$ cat config.mk
export PLATFORM = sky130hd
export DESIGN_NAME = cache_top
export DESIGN_NICKNAME = d
export VERILOG_FILES = /design/src/rtl/cache_pkg.sv /design/src/rtl/cache_top.sv /design/src/rtl/cache_lookup.sv /design/src/rtl/cache_fill_fsm.sv /design/src/rtl/cache_ram.sv
export SDC_FILE = /design/constraint.sdc
export NUM_CORES = 2
export LEC_CHECK = 0
export BUFFER_PORTS_ARGS = -buffer_cell sky130_fd_sc_hd__clkbuf_2
export CAP_MARGIN = 20
export CORE_MARGIN = 2
export CORE_UTILIZATION = 40
export DETAILED_ROUTE_END_ITERATION = 10
export HOLD_SLACK_MARGIN = 0.15
export SLEW_MARGIN = 5
export SYNTH_ARGS = -nofsm -noshare
export SYNTH_HDL_FRONTEND = slang
export SYNTH_SLANG_ARGS = --single-unit
$ cat constraint.sdc
create_clock -name clk -period 7.6 [get_ports clk]
set_input_delay 2.28 -clock clk [delete_from_list [all_inputs] [get_ports clk]]
set_output_delay 2.28 -clock clk [all_outputs]
set_load 0.02 [all_outputs]
$ cat src/rtl/cache_pkg.sv
package cache_pkg;

	// byte address layout is tag | index | offset, 8 + 4 + 4 bits
	localparam int addr_w = 16;
	localparam int word_w = 16;
	localparam int offset_w = 4; // byte offset inside a 16-byte block
	localparam int index_w = 4; // 16 sets
	localparam int tag_w = addr_w - index_w - offset_w; // whatever is left above the index
	localparam int words_per_block = 8;

	// word select inside a block, taken from offset bits 3 to 1
	localparam int word_sel_w = $clog2(words_per_block);

	// one line of the tag array
	typedef struct packed {
		logic valid; // cleared by reset, set when a fill completes
		logic [tag_w-1:0] tag;
	} tag_entry_t;

	// processor read request, a level held for as long as stall is high
	typedef struct packed {
		logic valid;
		logic [addr_w-1:0] addr;
	} cpu_req_t;

	// answer to the processor
	typedef struct packed {
		logic hit; // data is good in this cycle
		logic stall; // miss or fill in progress
		logic [word_w-1:0] data;
	} cpu_rsp_t;

	// read request to memory
	typedef struct packed {
		logic rd; // read-active, the fill machine's busy level
		logic [addr_w-1:0] addr;
	} mem_req_t;

	// memory answer, data belongs to the address shown in the same cycle
	typedef struct packed {
		logic valid; // data-valid strobe
		logic [word_w-1:0] data;
	} mem_rsp_t;

	// control from the fill machine to the lookup
	typedef struct packed {
		logic busy;
		logic write_data; // data array may be written when a strobe comes
		logic write_tag; // last word is arriving, store tag and valid
		logic [offset_w-1:0] offset; // byte offset of the word being fetched
	} fill_ctrl_t;

endpackage
$ cat src/rtl/cache_top.sv
`timescale 1ns/1ps

module cache_top import cache_pkg::*; #(
	parameter int tag_depth = 16, // one entry per set
	parameter int data_depth = 128 // sets times words per block
) (
	input logic clk,
	input logic rst_n,
	input cpu_req_t req, // processor read request
	output cpu_rsp_t rsp, // hit, stall and read word
	output mem_req_t mem_req, // read-active and address to memory
	input mem_rsp_t mem_rsp // data-valid strobe and word from memory
);

	localparam int tag_aw = $clog2(tag_depth);
	localparam int data_aw = $clog2(data_depth);

	fill_ctrl_t fill; // fill machine state seen by the lookup
	logic miss;
	logic [addr_w-1:0] mem_address;

	// tag array ports
	tag_entry_t tag_rd;
	tag_entry_t tag_wdata;
	logic tag_we;
	logic [tag_aw-1:0] tag_addr;

	// data array ports
	logic [word_w-1:0] data_rd;
	logic [word_w-1:0] data_wdata;
	logic data_we;
	logic [data_aw-1:0] data_waddr;
	logic [data_aw-1:0] data_raddr;

	// tag compare, hit and stall, and the write side of both arrays
	cache_lookup i_lookup (
		.req(req),
		.rsp(rsp),
		.fill(fill),
		.mem_rsp(mem_rsp),
		.miss(miss),
		.tag_rd(tag_rd),
		.tag_we(tag_we),
		.tag_addr(tag_addr),
		.tag_wdata(tag_wdata),
		.data_rd(data_rd),
		.data_we(data_we),
		.data_waddr(data_waddr),
		.data_raddr(data_raddr),
		.data_wdata(data_wdata)
	);

	// the missing address is the request address, held until the fill is over
	cache_fill_fsm i_fill (
		.clk(clk),
		.rst_n(rst_n),
		.miss(miss),
		.mem_valid(mem_rsp.valid),
		.miss_address(req.addr),
		.fill(fill),
		.mem_address(mem_address)
	);

	// valid bit and tag per set
	cache_ram #(
		.entry_t(tag_entry_t),
		.depth(tag_depth)
	) i_tag_ram (
		.clk(clk),
		.rst_n(rst_n),
		.we(tag_we),
		.waddr(tag_addr),
		.wdata(tag_wdata),
		.raddr(tag_addr), // single port, read and write share the index
		.rdata(tag_rd)
	);

	// 16-bit words, index and word select form the address
	cache_ram #(
		.entry_t(logic [word_w-1:0]),
		.depth(data_depth)
	) i_data_ram (
		.clk(clk),
		.rst_n(rst_n),
		.we(data_we),
		.waddr(data_waddr),
		.wdata(data_wdata),
		.raddr(data_raddr),
		.rdata(data_rd)
	);

	// memory reads for exactly as long as the fill machine is busy
	assign mem_req.rd = fill.busy;
	assign mem_req.addr = mem_address; // only moves after a strobe

endmodule

$ cat src/rtl/cache_lookup.sv
`timescale 1ns/1ps

module cache_lookup import cache_pkg::*; (
	input cpu_req_t req, // held by the processor while stalled
	output cpu_rsp_t rsp,
	input fill_ctrl_t fill, // state of the fill machine
	input mem_rsp_t mem_rsp, // strobe and word from memory
	output logic miss, // request needs a fill, only while idle
	input tag_entry_t tag_rd, // tag array entry at the request index
	output logic tag_we,
	output logic [index_w-1:0] tag_addr, // same address for read and write
	output tag_entry_t tag_wdata,
	input logic [word_w-1:0] data_rd, // data array word at data_raddr
	output logic data_we,
	output logic [index_w+word_sel_w-1:0] data_waddr,
	output logic [index_w+word_sel_w-1:0] data_raddr,
	output logic [word_w-1:0] data_wdata
);

	logic [tag_w-1:0] req_tag;
	logic [index_w-1:0] req_index;
	logic [word_sel_w-1:0] req_word; // word within the block, byte bit 0 ignored
	logic [word_sel_w-1:0] fill_word; // word the fill machine is fetching
	logic tag_match; // valid entry with an equal tag
	logic hit;

	// address split, tag on top, then index, then byte offset
	assign req_tag = req.addr[addr_w-1:index_w+offset_w];
	assign req_index = req.addr[index_w+offset_w-1:offset_w];
	assign req_word = req.addr[offset_w-1:1];
	assign fill_word = fill.offset[offset_w-1:1];

	// no tag reads happen during a fill that matter, stall is high throughout
	assign tag_addr = req_index;
	assign tag_match = tag_rd.valid & (tag_rd.tag == req_tag);

	// a fill in progress blocks hits, the tag entry may still be stale
	assign hit = req.valid & tag_match & ~fill.busy;

	// miss only while idle, the fill machine would ignore it otherwise
	assign miss = req.valid & ~tag_match & ~fill.busy;

	assign rsp.hit = hit;
	assign rsp.stall = miss | fill.busy; // falls on the cycle after the last strobe
	assign rsp.data = data_rd;

	// read port follows the request, even during a fill
	assign data_raddr = {req_index, req_word};

	// each strobe writes the word for the offset shown with it
	assign data_we = fill.write_data & mem_rsp.valid;
	assign data_waddr = {req_index, fill_word}; // request index is held during the fill
	assign data_wdata = mem_rsp.data;

	// the tag goes in on the same edge as the last data word
	assign tag_we = fill.write_tag;
	assign tag_wdata.valid = 1'b1;
	assign tag_wdata.tag = req_tag;

endmodule

$ cat src/rtl/cache_fill_fsm.sv
`timescale 1ns/1ps

module cache_fill_fsm import cache_pkg::*; (
	input logic clk,
	input logic rst_n,
	input logic miss, // lookup found no valid matching tag
	input logic mem_valid, // data-valid strobe from memory
	input logic [addr_w-1:0] miss_address, // address of the request that missed
	output fill_ctrl_t fill,
	output logic [addr_w-1:0] mem_address // block base plus current offset
);

	// offset of the last 2-byte word in a block, 14 for eight words
	localparam logic [offset_w-1:0] last_offset = offset_w'((words_per_block - 1) * 2);
	localparam logic [offset_w-1:0] offset_step = offset_w'(2); // one 16-bit word

	logic busy_q; // a block transfer is in progress
	logic [offset_w-1:0] offset_q; // byte offset of the word being requested
	logic [addr_w-1:0] base_q; // block-aligned address of the missing block
	logic at_last; // offset counter points at the final word
	logic last_word; // final word is being delivered in this cycle
	logic [addr_w-1:0] offset_ext; // offset widened for the address adder

	assign at_last = (offset_q == last_offset);

	// the fill ends on the strobe for the last word, not on reaching the offset
	// this way the final word is never written without data behind it
	assign last_word = busy_q & mem_valid & at_last;

	// zero extend, the offset never carries into the index
	assign offset_ext = {{(addr_w - offset_w){1'b0}}, offset_q};

	always_ff @(posedge clk) begin
		if (!rst_n) begin
			busy_q <= 1'b0;
			offset_q <= '0;
			base_q <= '0;
		end else if (!busy_q) begin
			// idle, a miss starts a fill on the next edge
			if (miss) begin
				busy_q <= 1'b1;
				base_q <= {miss_address[addr_w-1:offset_w], {offset_w{1'b0}}}; // drop the byte offset
			end
		end else if (mem_valid) begin
			if (at_last) begin
				// last word is written on this edge along with the tag
				busy_q <= 1'b0;
				offset_q <= '0;
				base_q <= '0;
			end else begin
				offset_q <= offset_q + offset_step; // next word once this one is in
			end
		end
	end

	// address only moves after a strobe, memory sees it steady while it waits
	assign mem_address = base_q + offset_ext;

	// data writes are allowed for the whole fill, lookup qualifies them with the strobe
	assign fill.busy = busy_q;
	assign fill.write_data = busy_q;
	assign fill.write_tag = last_word; // busy, last offset and strobe together
	assign fill.offset = offset_q;

endmodule

$ cat src/rtl/cache_ram.sv
`timescale 1ns/1ps

module cache_ram #(
	parameter type entry_t = logic [15:0], // stored payload, a tag entry or a data word
	parameter int depth = 16 // number of entries
) (
	input logic clk,
	input logic rst_n,
	input logic we, // write on the rising edge
	input logic [$clog2(depth)-1:0] waddr,
	input entry_t wdata,
	input logic [$clog2(depth)-1:0] raddr,
	output entry_t rdata // asynchronous read
);

	localparam int aw = $clog2(depth);

	entry_t mem [depth];

	// reset zeroes every entry, so all tag valid bits start low
	always_ff @(posedge clk) begin
		if (!rst_n) begin
			for (int i = 0; i < depth; i++) begin
				mem[i] <= '0;
			end
		end else if (we) begin
			mem[waddr] <= wdata;
		end
	end

	// a hit is answered in the cycle of the request, so read is combinational
	// a write shows up on the read port only after the edge
	assign rdata = mem[raddr[aw-1:0]];

endmodule

==> impl.org <==
** Layout
- Share of cells above drive strength 1 :: 0.249
- Filler cell count :: 21400
- Post-route cell area :: 115000 µm²
- Layout Nets :: 6443
- From synthesis to final layout, the design area changed by 14.0%.

** Setup path
- Along the worst path, the maximum fanout reaches 15.
- Walking the worst path, the cells encountered are buf_16, buf_12, buf_12, mux4_2, mux4_2, mux4_2, nand2_1, nand2_1, clkbuf_2.
- The worst setup path is captured at an output port.
- Top Family by Delay on Critical Path :: multiplexers
- Critical Setup Path Class :: in -> out
- For this design, the slowest cell found on the critical path is mux4_2.
- The number of cells on the worst reg-to-reg path is 6.
- Setup slack, reg-to-reg :: slightly above 4 ns
- Kind of launch point of the worst setup path :: primary input
- For the worst setup path, the data arrival time is between 5 and 6 ns.
- Biggest cell delay along the critical path :: 0.63 ns
- The endpoint identified for the worst register-to-register timing path is i_data_ram.mem[7][13]$_SDFFCE_PN0P_.
- STA puts the critical path data required time at around 5.3 ns.
- By instance count, the cell type seen most on the critical path is mux4_2.
- WP buf/inv :: 4
- In this run the critical register-to-register path is launched from i_fill.busy_q$_SDFF_PN0_.

** Die
- Row cnt :: about 180
- Initial core utilization :: 0.401
- Height of the die :: about 500 µm
- After floorplanning, the core was sized to cover ~250000 µm².
- Die area :: 255000 µm²
- Width of the die :: between 500 and 600 µm
- I/O pin count :: 71

** Min path
- Along the worst hold path, the cell count comes to 1.
- The path class of the tightest hold or removal check is reg -> reg.
- Worst hold path startpoint :: i_tag_ram.mem[13][8]$_SDFFE_PP1N_
- Hold EP :: i_tag_ram.mem[13][8]$_SDFFE_PP1N_

** Yosys
- The synthesized netlist occupies a cell area of slightly above 100000 µm².
- Post-synth EDFFs :: between 2000 and 2500
- For this run, the leading register cell type out of synthesis is edfxtp_1.
- Flops & latches, synth :: 2208
- Synthesis produced a netlist whose cell count is just over 6000.
- Number of distinct library cell variants in the gate-level netlist after synthesis :: slightly below 50
- edfxtp_1 takes more of the synthesized area than any other cell.
- Sorting the synthesized cells by how often they occur yields 2180 x and2_1, 2176 x edfxtp_1, 693 x mux4_2.
- Share of the yosys chip area belonging to registers :: 0.656
- Synthesis produced a netlist with a net count of 6244.
- Dominant cells by area after synthesis :: edfxtp_1 65%, mux4_2 16%, and2_1 14%
- After synthesis, the share of flip-flops with an asynchronous set or reset is 0.
- For this run, the number of Yosys warnings is 0.
- and2_1 is the most common cell in the netlist.
- Avg Synthesized Cell Area :: approximately 16 µm²
- Of the post-synthesis cell area, the dominant cell type holds 0.650.

** Pwr
- Leakage power summed over all cells :: ~41 nW
- IR analysis of the VDD net gives a maximum drop of roughly 0.25 mV.
- For this design the ratio of total power to cell area is 235 nW/µm².
- Design Power :: roughly 0.027 W

** Clock tree
- In this run the deepest clock path goes through 3 buffers.
- Clock tree from TritonCTS :: yes
- Hold-fix buffer count after cts :: 0
- Clock latency at the later pin of the worst-skew pair :: around 0.87 ns
- The root buffer cell chosen for the clock tree is clkbuf_16.
- CTS buffer count :: about 230
- The clock tree synthesis step divided the H-tree into 4 levels.
- Count of clock tree sinks :: roughly 2200
- Clock-pin slew was measured on the worst setup and hold paths at roughly 0.06 ns.

** Global route
- For this run, global-route usage on met3 was measured as 0.0312.
- Pin count of the biggest net entering global routing :: 85
- Most congested layer reported by global routing :: met2
- For met2 alone, demand over resource in global routing was 0.361.
- Number of antenna violations at the first check in global routing :: 18
- Number of global-route vias before repair :: around 55000
- Total GRT Usage :: 0.219
- Met1 global-route usage :: 0.298
- The first global-routing pass estimated about 400000 µm of wire.
- Grt total ovfl :: 0

** Routing
- Detailed-route wire length :: 281000 µm
- The first detailed-routing pass ran for 5 iterations.
- Routed vias/inst :: 5.46
- After detailed routing, the average wire length per cell comes to between 20 and 30 µm.
- DRC Markers :: 0
- The final route contains between 50000 and 60000 vias.
- Once detail routing completed, the nets flagged for antenna violations numbered 0.
- Number of DRC violations after detailed-routing iteration 0 :: around 6900

** Timing
- Headroom to the max-slew limit came out at 0.245.
- The total count of hold-check failures in the final report was 0.
- At the pin with the least slew margin, the transition time is 1.13 ns.
- Of the available clock period, the critical path in the final layout requires 0.995.
- Final-layout worst hold slack :: ~0.45 ns
- Setup repair after global routing could not meet its margin everywhere.
- Highest clock rate :: ~0.13 GHz
- Setup violation total in the final timing report :: 0
- Setup clock skew after layout :: around 0.034 ns
- The number of max-slew violations in the final report is 0.
- For the finished layout, the period the worst path requires is between 7 and 8 ns.
- Setup total negative slack on the finished layout was measured at 0 ns.

** Place
- Routability congestion estimate from global placement :: 0.835
- During placement, the flow inserted port buffers numbering between 60 and 70.
- After legalization and detailed placement, the total HPWL measured 178000 µm.
- The placed instances occupy a cell area of about 110000 µm².

** Run status
- Status :: finished, final reports clean

** Run
- Max_cap viols :: 0
placed cells by master (no fill, tap or decap), types with 11 or more instances in the layout:
cell	Yosys	layout
buf_12	0	42
clkbuf_16	0	232
clkbuf_2	0	45
buf_4	8	480
nand2_1	44	42
clkbuf_1	516	61
mux4_2	693	693
bufinv_16	0	17
o21ai_1	0	129
dfxtp_1	32	32
nand3_1	22	21
buf_6	4	13
mux2_2	12	11
clkinv_1	0	42
a21o_1	16	16
clkinvlp_4	0	13
mux2i_1	36	33
nor2_1	137	135
and2_1	2180	2180
clkinv_2	0	38
o21ai_0	155	26
edfxtp_1	2176	2176
area by class of cell:
class                      instances  area [µm²]  share of cell area
clock inverter                   125        1130             0.00988
timing repair buffer             590        5060              0.0441
tap                             3348        4190              0.0365
inverter                           9        33.8            0.000295
clock buffer                     299        6090              0.0532
sequential                      2208       66000               0.576
antenna                            5        12.5            0.000109
multi-input combinational       3371       32100               0.280
state kept, by name (all words and copies together) (netlist names):
| register | flops |
|---|---|
| i_data_ram.mem | 2048 |
| i_tag_ram.mem | 144 |
| i_fill.base_q | 12 |
| i_fill.offset_q | 3 |
| i_fill.busy_q | 1 |
cells by family (layout without fill, tap and decap cells):
kind of cell,count (synthesis),after routing,share of synthesized area
flip-flops,2208,2208,0.656
multiplexers,741,741,0.160
AND/OR/NAND/NOR,2410,2410,0.145
buffers and inverters,628,1023,0.0250
AO/OA/AOI/OAI,210,210,0.0126
other,1,6,0.0000373
adder cells (fa/ha/maj),1,1,0.000124
XOR/XNOR,8,8,0.000697
metal layers:
layer / vias to the layer above / wire [µm]
met5: - / 37
met4: 4 / 9920
met3: 362 / 18900
met2: 2001 / 138000
met1: 28600 / 114000
li1: 23400 / -
power breakdown:
group / total (W) / switching, W / internal (W)
Clock: 0.0110 / 0.00474 / 0.00621
Sequential: 0.0138 / 0.000111 / 0.0137
Combinational: 0.00213 / 0.00132 / 0.000805
Total: 0.0269 / 0.00618 / 0.0207
worst max-delay path by stage:
stage / from / to / slack (ns) / cells past startpoint
after CTS: req[1] / rsp[1] / -0.009 / 13
after global placement: req[1] / rsp[1] / -0.33 / 13
final: req[1] / rsp[9] / 0.04 / 9
after floorplan: req[1] / rsp[7] / 0.62 / 10
after global routing: req[1] / rsp[1] / -0.005 / 14
after detailed placement: req[1] / rsp[1] / -0.31 / 12
through the flow:
step                setup slack (ns)   util  std cells
global route                -0.00496  0.457       9953
detailed placement            -0.312  0.427       9499
finish                        0.0405  0.457       9955
CTS                         -0.00902  0.456       9927
global placement              -0.327  0.427       9498
floorplan                      0.620      -       6207
timing repair:
action | CTS | global route
buffers inserted | 4 | 6
hold endpoints to repair | 0 | 0
endpoints found under the setup margin | 13 | 8
gates cloned | 0 | 2
pin swaps | 1 | 0
gates resized for setup | 15 | 12
(Power assumes the default switching activity.)
